--- src/rtl/stream_mux_pkg.sv ---
// shared sizes and types for the 4-port packet stream merger
// data width is fixed at 32, FIFO_DEPTH must be a power of two
`default_nettype none

package stream_mux_pkg;

   localparam int NUM_PORTS  = 4;     // input streams
   localparam int DATA_W     = 32;    // beat payload width
   localparam int FIFO_DEPTH = 4;     // entries per stream buffer

   localparam int PORT_W     = $clog2(NUM_PORTS);
   localparam int FIFO_PTR_W = $clog2(FIFO_DEPTH);
   localparam int FIFO_CNT_W = $clog2(FIFO_DEPTH + 1);

   // one beat on any stream link
   typedef struct packed {
      logic [DATA_W-1:0] data;
      logic              last;        // final beat of packet
   } stream_beat_t;

   typedef logic [PORT_W-1:0]     port_idx_t;
   typedef logic [FIFO_PTR_W-1:0] fifo_ptr_t;
   typedef logic [FIFO_CNT_W-1:0] fifo_cnt_t;

   localparam port_idx_t FIRST_PORT    = port_idx_t'(0);
   localparam port_idx_t LAST_PORT     = port_idx_t'(NUM_PORTS - 1);
   localparam fifo_cnt_t FIFO_FULL_CNT = fifo_cnt_t'(FIFO_DEPTH);

   // arbitration policy, selectable at run time
   typedef enum logic {
      MODE_ROUND_ROBIN = 1'b0,
      MODE_PRIORITY    = 1'b1       // port 0 highest
   } mux_mode_e;

   // arbiter control states
   typedef enum logic {
      ARB_SCAN   = 1'b0,           // looking for a waiting port
      ARB_ACTIVE = 1'b1            // packet in progress
   } arb_state_e;

endpackage

`default_nettype wire

--- src/rtl/pkt_arbiter.sv ---
// packet arbiter, grants one whole packet at a time
// scans one port per cycle, one bubble cycle follows each packet
// packet ends come from i_pkt_done only, beat contents are never inspected
`timescale 1ns/10ps
`default_nettype none

module pkt_arbiter (
   input  wire                                       clk,
   input  wire                                       reset,
   input  wire                                       i_clear,
   input  stream_mux_pkg::mux_mode_e                 i_mode,
   input  wire  [stream_mux_pkg::NUM_PORTS-1:0]      i_buf_valid,
   input  wire                                       i_pkt_done,
   output stream_mux_pkg::port_idx_t                 o_grant_port,
   output logic                                      o_grant_active
);

   stream_mux_pkg::arb_state_e state;
   stream_mux_pkg::port_idx_t  cur_port;
   stream_mux_pkg::port_idx_t  next_port;   // rotation successor
   stream_mux_pkg::port_idx_t  done_port;   // where to look after a packet

   always_comb
   begin
      if (cur_port == stream_mux_pkg::LAST_PORT)
      begin
         next_port = stream_mux_pkg::FIRST_PORT;
      end
      else
      begin
         next_port = cur_port + 1'b1;
      end
   end

   // priority mode always restarts the scan at port 0
   always_comb
   begin
      if (i_mode == stream_mux_pkg::MODE_PRIORITY)
      begin
         done_port = stream_mux_pkg::FIRST_PORT;
      end
      else
      begin
         done_port = next_port;
      end
   end

   always_ff @(posedge clk)
   begin
      if (reset || i_clear)
      begin
         state    <= stream_mux_pkg::ARB_SCAN;
         cur_port <= stream_mux_pkg::FIRST_PORT;
      end
      else
      begin
         case (state)
            stream_mux_pkg::ARB_SCAN:
            begin
               if (i_buf_valid[cur_port])
               begin
                  state <= stream_mux_pkg::ARB_ACTIVE;   // grant this port
               end
               else
               begin
                  cur_port <= next_port;                 // try the next one
               end
            end
            stream_mux_pkg::ARB_ACTIVE:
            begin
               if (i_pkt_done)
               begin
                  state    <= stream_mux_pkg::ARB_SCAN;  // bubble cycle
                  cur_port <= done_port;
               end
            end
            default:
            begin
               state <= stream_mux_pkg::ARB_SCAN;
            end
         endcase
      end
   end

   assign o_grant_port   = cur_port;
   assign o_grant_active = (state == stream_mux_pkg::ARB_ACTIVE);

endmodule

`default_nettype wire

--- src/rtl/port_mux.sv ---
// steers the granted input buffer onto the merged stream
// purely combinational, the end of a packet is flagged on the last transfer
`timescale 1ns/10ps
`default_nettype none

module port_mux (
   // input buffers
   input  stream_mux_pkg::stream_beat_t [stream_mux_pkg::NUM_PORTS-1:0] i_buf_beat,
   input  wire  [stream_mux_pkg::NUM_PORTS-1:0]                         i_buf_valid,
   output logic [stream_mux_pkg::NUM_PORTS-1:0]                         o_buf_ready,
   // grant from the arbiter
   input  stream_mux_pkg::port_idx_t                                    i_grant_port,
   input  wire                                                          i_grant_active,
   // merged stream
   output stream_mux_pkg::stream_beat_t                                 o_beat,
   output logic                                                         o_valid,
   input  wire                                                          i_ready,
   output logic                                                         o_pkt_done
);

   logic xfer;

   assign o_beat  = i_buf_beat[i_grant_port];
   assign o_valid = i_grant_active & i_buf_valid[i_grant_port];
   assign xfer    = o_valid & i_ready;

   // only the packet's final beat ends the grant
   assign o_pkt_done = xfer & o_beat.last;

   // ready goes back to the granted port alone
   for (genvar p = 0; p < stream_mux_pkg::NUM_PORTS; p++)
   begin : g_ready
      assign o_buf_ready[p] = i_grant_active & i_ready &
                              (i_grant_port == stream_mux_pkg::port_idx_t'(p));
   end

endmodule

`default_nettype wire

--- src/rtl/stream_fifo.sv ---
// first-word-fall-through buffer for stream beats
// ready depends only on occupancy, never on i_ready
// i_clear empties the buffer, stored data is left as is
`timescale 1ns/10ps
`default_nettype none

module stream_fifo (
   input  wire                          clk,
   input  wire                          reset,
   input  wire                          i_clear,
   // write side
   input  stream_mux_pkg::stream_beat_t i_beat,
   input  wire                          i_valid,
   output logic                         o_ready,
   // read side
   output stream_mux_pkg::stream_beat_t o_beat,
   output logic                         o_valid,
   input  wire                          i_ready
);

   stream_mux_pkg::stream_beat_t mem [stream_mux_pkg::FIFO_DEPTH];

   stream_mux_pkg::fifo_ptr_t wr_ptr;
   stream_mux_pkg::fifo_ptr_t rd_ptr;
   stream_mux_pkg::fifo_cnt_t count;

   logic wr_en;
   logic rd_en;

   assign o_ready = (count != stream_mux_pkg::FIFO_FULL_CNT);
   assign o_valid = (count != '0);
   assign o_beat  = mem[rd_ptr];   // head always visible

   assign wr_en = i_valid & o_ready;
   assign rd_en = o_valid & i_ready;

   // storage, no reset needed
   always_ff @(posedge clk)
   begin
      if (wr_en)
      begin
         mem[wr_ptr] <= i_beat;
      end
   end

   // pointers and occupancy
   always_ff @(posedge clk)
   begin
      if (reset || i_clear)
      begin
         wr_ptr <= '0;
         rd_ptr <= '0;
         count  <= '0;
      end
      else
      begin
         if (wr_en)
         begin
            wr_ptr <= wr_ptr + 1'b1;   // wraps at depth
         end
         if (rd_en)
         begin
            rd_ptr <= rd_ptr + 1'b1;
         end
         case ({wr_en, rd_en})
            2'b10:   count <= count + 1'b1;
            2'b01:   count <= count - 1'b1;
            default: count <= count;   // none or both
         endcase
      end
   end

endmodule

`default_nettype wire

--- src/rtl/stream_mux_top.sv ---
// four-input packet stream merger with buffered inputs and output
// minimum latency is three edges, more under arbitration or stalls
// i_mode may change between packets, i_clear restarts the grant at port 0
`timescale 1ns/10ps
`default_nettype none

module stream_mux_top (
   input  wire                                                          clk,
   input  wire                                                          reset,
   input  wire                                                          i_clear,
   input  stream_mux_pkg::mux_mode_e                                    i_mode,
   // sources
   input  stream_mux_pkg::stream_beat_t [stream_mux_pkg::NUM_PORTS-1:0] i_src_beat,
   input  wire  [stream_mux_pkg::NUM_PORTS-1:0]                         i_src_valid,
   output logic [stream_mux_pkg::NUM_PORTS-1:0]                         o_src_ready,
   // sink
   output stream_mux_pkg::stream_beat_t                                 o_dst_beat,
   output logic                                                         o_dst_valid,
   input  wire                                                          i_dst_ready
);

   stream_mux_pkg::stream_beat_t [stream_mux_pkg::NUM_PORTS-1:0] buf_beat;
   logic [stream_mux_pkg::NUM_PORTS-1:0] buf_valid;
   logic [stream_mux_pkg::NUM_PORTS-1:0] buf_ready;

   stream_mux_pkg::port_idx_t    grant_port;
   logic                         grant_active;
   stream_mux_pkg::stream_beat_t mux_beat;
   logic                         mux_valid;
   logic                         mux_ready;
   logic                         pkt_done;

   for (genvar p = 0; p < stream_mux_pkg::NUM_PORTS; p++)
   begin : g_in_buf
      stream_fifo in_buf (
         .clk     (clk),
         .reset   (reset),
         .i_clear (i_clear),
         .i_beat  (i_src_beat[p]),
         .i_valid (i_src_valid[p]),
         .o_ready (o_src_ready[p]),
         .o_beat  (buf_beat[p]),
         .o_valid (buf_valid[p]),
         .i_ready (buf_ready[p])
      );
   end

   port_mux port_mux_i (
      .i_buf_beat     (buf_beat),
      .i_buf_valid    (buf_valid),
      .o_buf_ready    (buf_ready),
      .i_grant_port   (grant_port),
      .i_grant_active (grant_active),
      .o_beat         (mux_beat),
      .o_valid        (mux_valid),
      .i_ready        (mux_ready),
      .o_pkt_done     (pkt_done)
   );

   pkt_arbiter pkt_arbiter_i (
      .clk            (clk),
      .reset          (reset),
      .i_clear        (i_clear),
      .i_mode         (i_mode),
      .i_buf_valid    (buf_valid),
      .i_pkt_done     (pkt_done),
      .o_grant_port   (grant_port),
      .o_grant_active (grant_active)
   );

   // output buffer decouples sink stalls from the arbiter
   stream_fifo out_buf (
      .clk     (clk),
      .reset   (reset),
      .i_clear (i_clear),
      .i_beat  (mux_beat),
      .i_valid (mux_valid),
      .o_ready (mux_ready),
      .o_beat  (o_dst_beat),
      .o_valid (o_dst_valid),
      .i_ready (i_dst_ready)
   );

endmodule

`default_nettype wire

--- config.mk ---
export PLATFORM = sky130hd
export DESIGN_NAME = stream_mux_top
export DESIGN_NICKNAME = d
export VERILOG_FILES = /design/src/rtl/stream_mux_pkg.sv /design/src/rtl/pkt_arbiter.sv /design/src/rtl/port_mux.sv /design/src/rtl/stream_fifo.sv /design/src/rtl/stream_mux_top.sv
export SDC_FILE = /design/constraint.sdc
export NUM_CORES = 1
export LEC_CHECK = 0
export ABC_AREA = 1
export BUFFER_PORTS_ARGS = -buffer_cell sky130_fd_sc_hd__buf_2
export CAP_MARGIN = 20
export CORE_UTILIZATION = 40
export CTS_CLUSTER_SIZE = 12
export DETAILED_ROUTE_END_ITERATION = 8
export GPL_ROUTABILITY_DRIVEN = 0
export SYNTH_ARGS = -nofsm -noshare
export SYNTH_HDL_FRONTEND = slang
export SYNTH_SLANG_ARGS = --single-unit
--- constraint.sdc ---
create_clock -name clk -period 3.6 [get_ports clk]
set_input_delay 0.18 -clock clk [delete_from_list [all_inputs] [get_ports clk]]
set_output_delay 0.18 -clock clk [all_outputs]
set_load 0.01 [all_outputs]
Word-level counts from Yosys, hierarchy flattened
Memory sizes are Yosys's and may differ from the RTL's. A register that Yosys moved wholly into a read port is not among the register bits.
Cells that the tools add are included.
Operators by class
  $add $sub $neg: 21
  magnitude comparators: 1
  equal/unequal tests: 20
  mux-type cells: 37
  bitwise gates (word level): 18
  reductions and logical operators: 13
Operators with widths (number)
  $bmux W33 S2: 1
  $mux W33: 1
  $pmux W3 S2: 5
  $mux W2: 14
  $add A2 B1 Y2 const B: 11
  $and A1 B1 Y1: 17
  $add A3 B1 Y3 const B: 5
  $ne A3 B3 Y1 const B: 5
  $reduce_bool A3 Y1: 5
  $sub A3 B1 Y3 const B: 5
  $eq A2 B2 Y1 const B: 7
  $mux W1: 13
  $eq A2 B1 Y1 const B: 6
  $reduce_bool A2 Y1: 5
  $pmux W2 S2: 1
  $lt A2 B3 Y1 const B: 1
  $bmux W1 S2: 1
  $logic_not A2 Y1: 1
  $ne A2 B1 Y1 const B: 1
  $ne A2 B2 Y1 const B: 1
  $pmux W1 S2: 1
  $reduce_and A2 Y1: 1
  $logic_or A1 B1 Y1: 1
  $not A1 Y1: 1
Word-level totals
  register bits after elaboration: 38
  memory bits (writable): 660
  bits of input ports: 141
  output and inout port bits: 38
  word-level logic and storage cells: 132
  memories: 5
Memory list
  g_in_buf[0].in_buf.mem: depth 4, width 33, rd ports 1, clocked after Yosys merged registers in 1, write ports 1, RTL line stream_fifo.sv:21  | stream_mux_pkg::stream_beat_t mem [stream_mux_pkg::FIFO_DEPTH];
  g_in_buf[1].in_buf.mem: depth 4, width 33, rd ports 1, clocked after Yosys merged registers in 1, write ports 1, RTL line stream_fifo.sv:21
  g_in_buf[2].in_buf.mem: depth 4, width 33, rd ports 1, clocked after Yosys merged registers in 1, write ports 1, RTL line stream_fifo.sv:21
  g_in_buf[3].in_buf.mem: depth 4, width 33, rd ports 1, clocked after Yosys merged registers in 1, write ports 1, RTL line stream_fifo.sv:21
  out_buf.mem: depth 4, width 33, rd ports 1, clocked after Yosys merged registers in 1, write ports 1, RTL line stream_fifo.sv:21

Logic depth before layout (Yosys ltp)
Gate-level depths: netlist (run 1).
  depth after elaboration: 8
  mapped depth: 13
  mapped depth without buffers: 12

Hierarchy
Synthesis (run 1) repeated with hierarchy kept, for this count alone.
Unflattened totals
  cells, all modules: 2158
  area, all modules: 28145.7 um^2
By module, submodules not included
  stream_fifo: times used 5, cells each 389, area an instance 5413.9 um^2, seq. area each 4144.0 um^2
  port_mux: times used 1, cells each 176, area an instance 853.3 um^2, seq. area each 0.0 um^2
  pkt_arbiter: times used 1, cells each 37, area an instance 222.7 um^2, seq. area each 60.1 um^2

Worst setup path after synthesis (run 1)
No wires, ideal clock.
  path kind: register -> register
  from: register pkt_arbiter_i.cur_port[0] (netlist: pkt_arbiter_i.o_grant_port[0])
  to: memory out_buf.mem[0][0] in the netlist's numbering, enable pin
  library setup time: 0.423 ns
  arrival time: 2.320 ns
  data required time: 3.177 ns
  setup slack: 0.857 ns
  stages on the path, launching flop included: 8
  buffers on the path: 1
  period minus slack after synthesis: 2.743 ns
  cells stage by stage: dfxtp_1 > inv_2 > buf_4 > nand2_1 > nand3_1 > nand2_1 > nand2_2 > nor2_1
On the way
  cells in the longest elaborated chain, start to end: 6
RTL lines
  start, declared: RTL line pkt_arbiter.sv:19  | stream_mux_pkg::port_idx_t cur_port;
  start signal, assigned: RTL line pkt_arbiter.sv:53  | cur_port <= stream_mux_pkg::FIRST_PORT;
  start signal, assigned: RTL line pkt_arbiter.sv:66  | cur_port <= next_port;
  start signal, assigned: RTL line pkt_arbiter.sv:74  | cur_port <= done_port;
  $bmux W1 S2: RTL line port_mux.sv:24  | assign o_valid = i_grant_active & i_buf_valid[i_grant_port];
  $mux W1 (not written as such): RTL line port_mux.sv:24
  $and A1 B1 Y1: RTL line port_mux.sv:24
  $and A1 B1 Y1: RTL line stream_fifo.sv:34  | assign wr_en = i_valid & o_ready;
  $mux W1: RTL line stream_fifo.sv:40  | if (wr_en)
  $mux W1 (not written as such): RTL line stream_fifo.sv:42  | mem[wr_ptr] <= i_beat;
  end, declared: RTL line stream_fifo.sv:21
No other way between the ends. The select of a mux whose other input is x is not followed.

==> results of run 1 <==
[routing by layer]
metal	GRT usage [%]	share of wire, %
met1	25.8	41
met2	34.6	50
met3	4.04	6.4
met4	7.44	2.9
met5	0	0.067
[worst register-to-register path: cells and delay by family, from the launching register on]
kind / cells / cell delay, ps
AO/OA/AOI/OAI: 4 / 470
adder cells (fa/ha/maj): 2 / 590
buffers and inverters: 1 / 70
flip-flops: 1 / 700
AND/OR/NAND/NOR: 4 / 680
[placed cells by master (no fill, tap or decap)]
master / Yosys / final
edfxtp_1: 660 / 660
o21ai_0: 336 / 336
nor2_1: 354 / 333
buf_2: 38 / 178
dlygate4sd3_1: 0 / 135
o22ai_1: 85 / 85
inv_1: 79 / 79
o221ai_1: 76 / 76
clkbuf_16: 0 / 75
nand2_1: 68 / 68
o211ai_1: 52 / 52
buf_4: 11 / 51
a21oi_1: 48 / 48
dfxtp_1: 48 / 42
nand3_1: 36 / 36
ha_1: 29 / 29
o21ai_1: 22 / 22
clkbuf_1: 70 / 21
nor2_4: 0 / 13
nor2_2: 3 / 11
clkinv_1: 0 / 9
inv_2: 8 / 8
diode_2: 0 / 6
dfxtp_2: 0 / 6
clkinv_2: 0 / 6
fa_1: 5 / 5
nand2_2: 3 / 3
nand4_1: 3 / 3
nor3_1: 3 / 3
inv_6: 0 / 3
clkbuf_8: 0 / 3
or2_2: 1 / 1
and2_1: 1 / 1
nor3_2: 1 / 1
a31oi_4: 1 / 1
nor3_4: 1 / 1
clkinv_4: 0 / 1
buf_12: 0 / 1
[sequential cells by signal (all words and copies together) (netlist names), named ones only]
name                          flops
g_in_buf.in_buf.mem             528
out_buf.wr_ptr                    2
g_in_buf.in_buf.count            12
out_buf.rd_ptr                    2
pkt_arbiter_i.o_grant_port        2
g_in_buf.in_buf.rd_ptr            8
g_in_buf.in_buf.wr_ptr            8
out_buf.mem                     132
out_buf.count                     3
pkt_arbiter_i.o_grant_active      1
[cell families after synthesis]
logic type | share of synthesized area [%]
simple gates | 6.77
fa+ha+maj | 1.67
compound gates | 13.2
flops | 75.1
buf+inv | 3.35
[power groups by stage]
stage               Combinational [W]  Clock [W]  Sequential (W)
floorplan                    0.000467          0         0.00951
detailed placement           0.000906          0         0.00952
CTS                           0.00104    0.00690         0.00935
finish                        0.00103    0.00679         0.00935
global placement             0.000876          0         0.00952
global route                  0.00112    0.00722         0.00936
[layout make-up]
cell class	count	area (um^2)	area share (%)
sequential	708	20800	62.7
inverter	87	327	0.986
clock buffer	99	2000	6.03
timing repair buffer	365	2650	7.98
antenna	6	15.0	0.0453
multi-input combinational	1128	6100	18.4
clock inverter	19	98.8	0.298
tap	931	1160	3.52
[final timing paths]
check | to | cells past startpoint
worst min-delay path | g_in_buf[1].in_buf.count[2] | 4
worst max-delay path | o_dst_beat[27] | 4
worst min register to register | flip-flop | 2
worst max register to register | out_buf.count[2] | 11
[per-stage QoR]
stage | hold WS [ps] | power [W] | cell area, um^2 | cells
floorplan | 279 | 0.00997 | 27700 | 2052
global placement | 393 | 0.0104 | 29700 | 3084
detailed placement | 396 | 0.0104 | 29700 | 3084
CTS | 0.508 | 0.0173 | 33100 | 3337
global route | 39.2 | 0.0177 | 33100 | 3341
finish | 19.9 | 0.0172 | 33100 | 3343
==> impl_results.md, run 1 <==
* Fmax at 0.374 GHz
* Rows at 96
* Post-synthesis sequential area ratio at 75.1%
* Post-CTS Resized at 0
* Switching power at 0.00367 W
* P_int at 0.0135 W
* RSZ-0062 raised after global routing: no
* Initial DRT Pass Iterations at 5
* Leakage at 11.3 nW
* Worst Path Max Fanout at 66
* Cell area after synthesis at 0.0277 mm^2
* CTS buffer count at 73
* Die area at 0.0703 mm^2
* Post-Route WL at 72000 um
* Final ANT Viol Nets at 0
* Critical R2R Launch: pkt_arbiter_i.o_grant_port[0]
* Clk pwr share at 39.5%
* Pin count of the biggest net entering global routing at 79
* Crit Path Class: flip-flop to primary output
* Worst VDD drop at 0.291 mV
* Clk Latency, worst-skew pair at 610 ps
* Die Ht at 265 um
* Setup crit end kind: primary output
* Setup TNS Final at 0 ps
* GRT Util Overall at 20.3%
* Post-route DRC violation count at 0
* Final Cycle Share at 74.3%
* Filler cell count at 5905
* Slowest-stage cell, CP: buf_4
* Vias in the first global route at 17600
* Post-CTS Setup Repair Bufs at 0
* Avg Cell Area, Syn at 13.5 um^2
* Area contributors post-synth: edfxtp_1, o21ai_0, nor2_1
* Pre-CTS setup slack at 991 ps
* Arr. time, crit path at 2500 ps
* Syn Nets at 2227
* Combinational share of power at 6.0%
* Starting Density at 40.4%
* Port Buf Inserts at 178
* Warnings, synthesis at 0
* Pins Over Slew Limit at 0
* Min-Delay Path Class: primary input to flip-flop
* Pwr Density at 518 mW/mm^2
* Most common cell in the netlist: edfxtp_1
* H-Tree Level Count at 3
* Synth cell count leaders: edfxtp_1, nor2_1, o21ai_0, o22ai_1, inv_1
* Initial DRC count at 1563
* R2R setup slack at 980 ps
* Hold-fix buffers, CTS at 135
* Final min period at 2680 ps
* Top cell family by delay on the critical path: buffers and inverters
* Initial antenna violation count at 11
* Hold Vio Cnt, Final at 0
* Share of flip-flops with an asynchronous set or reset at 0%
* IO Pins at 179
* Buffers & Inverters on Critical Path at 2
* CP max stage delay at 550 ps
* CP required at 3420 ps
* HPWL after detailed placement at 45000 um
* Worst-path clk slew at 60 ps
* CTS tree: yes
* Critical Path Source Type: flip-flop
* Post-Synthesis Cells at 2052
* Clock buffer depth at 3
* EDFF count, synth at 660
* Status: finished, final reports clean
* Slew HR at 37.7%
* Final setup fails at 0
* Share of the synthesized area in the top cell type at 71.6%
* Vias at 17800
* Seq pwr share at 54.5%
* Setup skew after layout at 20.5 ps
* #FFs+latches synth at 708
* Clk sinks at 708
* Most used flip-flop cell after synthesis: edfxtp_1
* Root buf cell: clkbuf_16
* Sw Ratio at 21.4%
* Worst-margin pin slew at 935 ps
* Nets at 2538
* Core area at 0.0686 mm^2
* DR WL/cell at 21.5 um
* Die span in x at 265 um
* First-pass GRT wire length at 107000 um
* Grt ovf at 0
* Layout cell share with drive strength beyond 1 at 15.1%
* CP cell instances: buf_4 > o21ai_0 > o22ai_1 > buf_2
* Yosys top cell by area: edfxtp_1
* Max-Cap Viols at 0
* Area growth from synthesis to layout at 19.7%
* Final worst slack at 923 ps
* Hold Crit Start: i_clear
* Final Util at 48.3%
* Vias per cell at 5.31
* Synth unique cells at 30
Note: power is estimated with default switching activity, not from simulation.
==> run 2: changes to the inputs <==
==> constraint.sdc (replaced) <==
create_clock -name clk -period 2.45 [get_ports clk]
set_input_delay 0.1225 -clock clk [delete_from_list [all_inputs] [get_ports clk]]
set_output_delay 0.1225 -clock clk [all_outputs]
set_load 0.01 [all_outputs]
==> impl_results.md, run 2 (synthesis results as in run 1) <==
* Status: finished, final reports clean
* Placed cells at 3105
* Multi-input logic area at 0.00612 mm^2
* Clk sinks at 708
* CTS buffer count at 75
* Grt ovf at 0
* Most frequent cells in the layout: edfxtp_1, o21ai_0, nor2_1, buf_2, dlygate4sd3_1
* Nets at 2563
* Hold Crit Start: reset
* Area growth from synthesis to layout at 22.7%
* Hold Vio Cnt, Final at 0
* Arr. time, crit path at 2220 ps
* Starting Density at 40.4%
* Worst VDD drop at 0.464 mV
* Pins Over Slew Limit at 0
* Setup TNS Final at 0 ps
* Final ANT Viol Nets at 0
* Setup skew after layout at 26.4 ps
* R2R setup slack at 190 ps
* GRT Util Overall at 20.3%
* Setup crit end kind: primary output
* Critical R2R Launch: pkt_arbiter_i.o_grant_port[0]
* Post-route DRC violation count at 0
* Max-Cap Viols at 0
* Final instance area at 0.0340 mm^2
* Die Ht at 265 um
* Vias in the first global route at 17900
* Root buf cell: clkbuf_16
* Worst-path clk slew at 60 ps
* Post-CTS Setup Repair Bufs at 0
* Final min period at 2340 ps
* Filler cell count at 5812
* Min-Delay Path Class: primary input to flip-flop
* Final setup fails at 0
* Pin count of the biggest net entering global routing at 67
* Crit Path Class: flip-flop to primary output
* Leakage at 11.6 nW
* CP required at 2330 ps
* First-pass GRT wire length at 108000 um
* Vias at 18000
* Fmax at 0.427 GHz
* H-Tree Level Count at 3
* Worst-margin pin slew at 536 ps
* Clock buffer depth at 3
* Non-filler cells, final at 3383
* Pwr Density at 769 mW/mm^2
* Post-Route WL at 70900 um
* Die span in x at 265 um
* Rows at 96
* Worst Path Max Fanout at 15
* Initial DRC count at 1489
* Initial antenna violation count at 11
* IO Pins at 179
* Clk Latency, worst-skew pair at 630 ps
* DR WL/cell at 20.9 um
* Core area at 0.0686 mm^2
* RSZ-0062 raised after global routing: no
* Layout cell share with drive strength beyond 1 at 16.4%
* Register area at 0.0208 mm^2
* Port Buf Inserts at 178
* Reg with most FFs: g_in_buf.in_buf.mem
* Final Cycle Share at 95.6%
* Vias per cell at 5.32
* Critical Path Source Type: flip-flop
* Most common cell after layout, fill and taps aside: edfxtp_1
* CTS tree: yes
* Pwr Total at 0.0261 W
* Die area at 0.0703 mm^2
* Initial DRT Pass Iterations at 5
* Top flop regs: g_in_buf.in_buf.mem x528, out_buf.mem x132, g_in_buf.in_buf.count x12
* Largest register FFs at 528
* HPWL after detailed placement at 45100 um
* Slew HR at 64.2%
* Post-DP Area at 0.0302 mm^2
[run 2: cell count changes in the layout (fill, tap and decap cells not counted), sizes merged]
cell         previous run  this run
buf                   230       251
clkbuf                 99       110
clkinv                 16        20
bufinv                  0         2
dlygate4sd3           135       137
inv                    90        88
clkinvlp                0         1
diode                   6         7
[run 2: final timing paths]
path,end,depth (start not counted)
max,o_dst_beat[8],4
min,pkt_arbiter_i.o_grant_port[0],5
max reg2reg,g_in_buf[1].in_buf.count[2],11
min reg2reg,flip-flop,2
[run 2: critical path, stage by stage, from the launching register on]
cell	delay [ps]
dfxtp_1	630
buf_4	330
o21ai_0	110
o22ai_1	310
buf_2	210
[run 2: report_power, final]
part	leakage [nW]	switching [W]	internal [W]	total [W]
clock	1.15	0.00448	0.00633	0.0108
combinational	4.03	0.00102	0.000550	0.00157
sequential	6.43	0.0000719	0.0136	0.0137
total	11.6	0.00557	0.0205	0.0261
[run 2: metal layers]
layer / GRT usage (%) / wire length [um] / vias to the layer above / part of all wire [%]
li1: - / - / 8380 / -
met1: 26.9 / 29500 / 8938 / 42
met2: 33.6 / 35000 / 571 / 49
met3: 3.80 / 4550 / 103 / 6.4
met4: 6.56 / 1740 / 6 / 2.5
met5: 0 / 34 / - / 0.048
[run 2: area by class of cell]
type,count,share of cell area (%)
tap,931,3.43
timing repair buffer,388,9.37
antenna,7,0.0516
clock inverter,24,0.578
clock buffer,110,6.37
multi-input combinational,1128,18.0
sequential,708,61.2
inverter,87,0.962
[run 2: metrics by stage]
step | utilization, % | worst slack (ps) | hold WS [ps]
2_1_floorplan | - | -293 | 221
3_3_place_gp | 44.0 | 169 | 330
3_5_place_dp | 44.0 | 187 | 337
4_1_cts | 49.5 | 24.7 | 47.7
5_1_grt | 49.5 | 6.80 | 70.9
6_report | 49.5 | 108 | 80.2
[run 2: timing repair]
item	CTS	global route
endpoints found under the setup margin	11	6
hold endpoints to repair	540	0
hold buffers	137	0
gates resized for setup	3	4
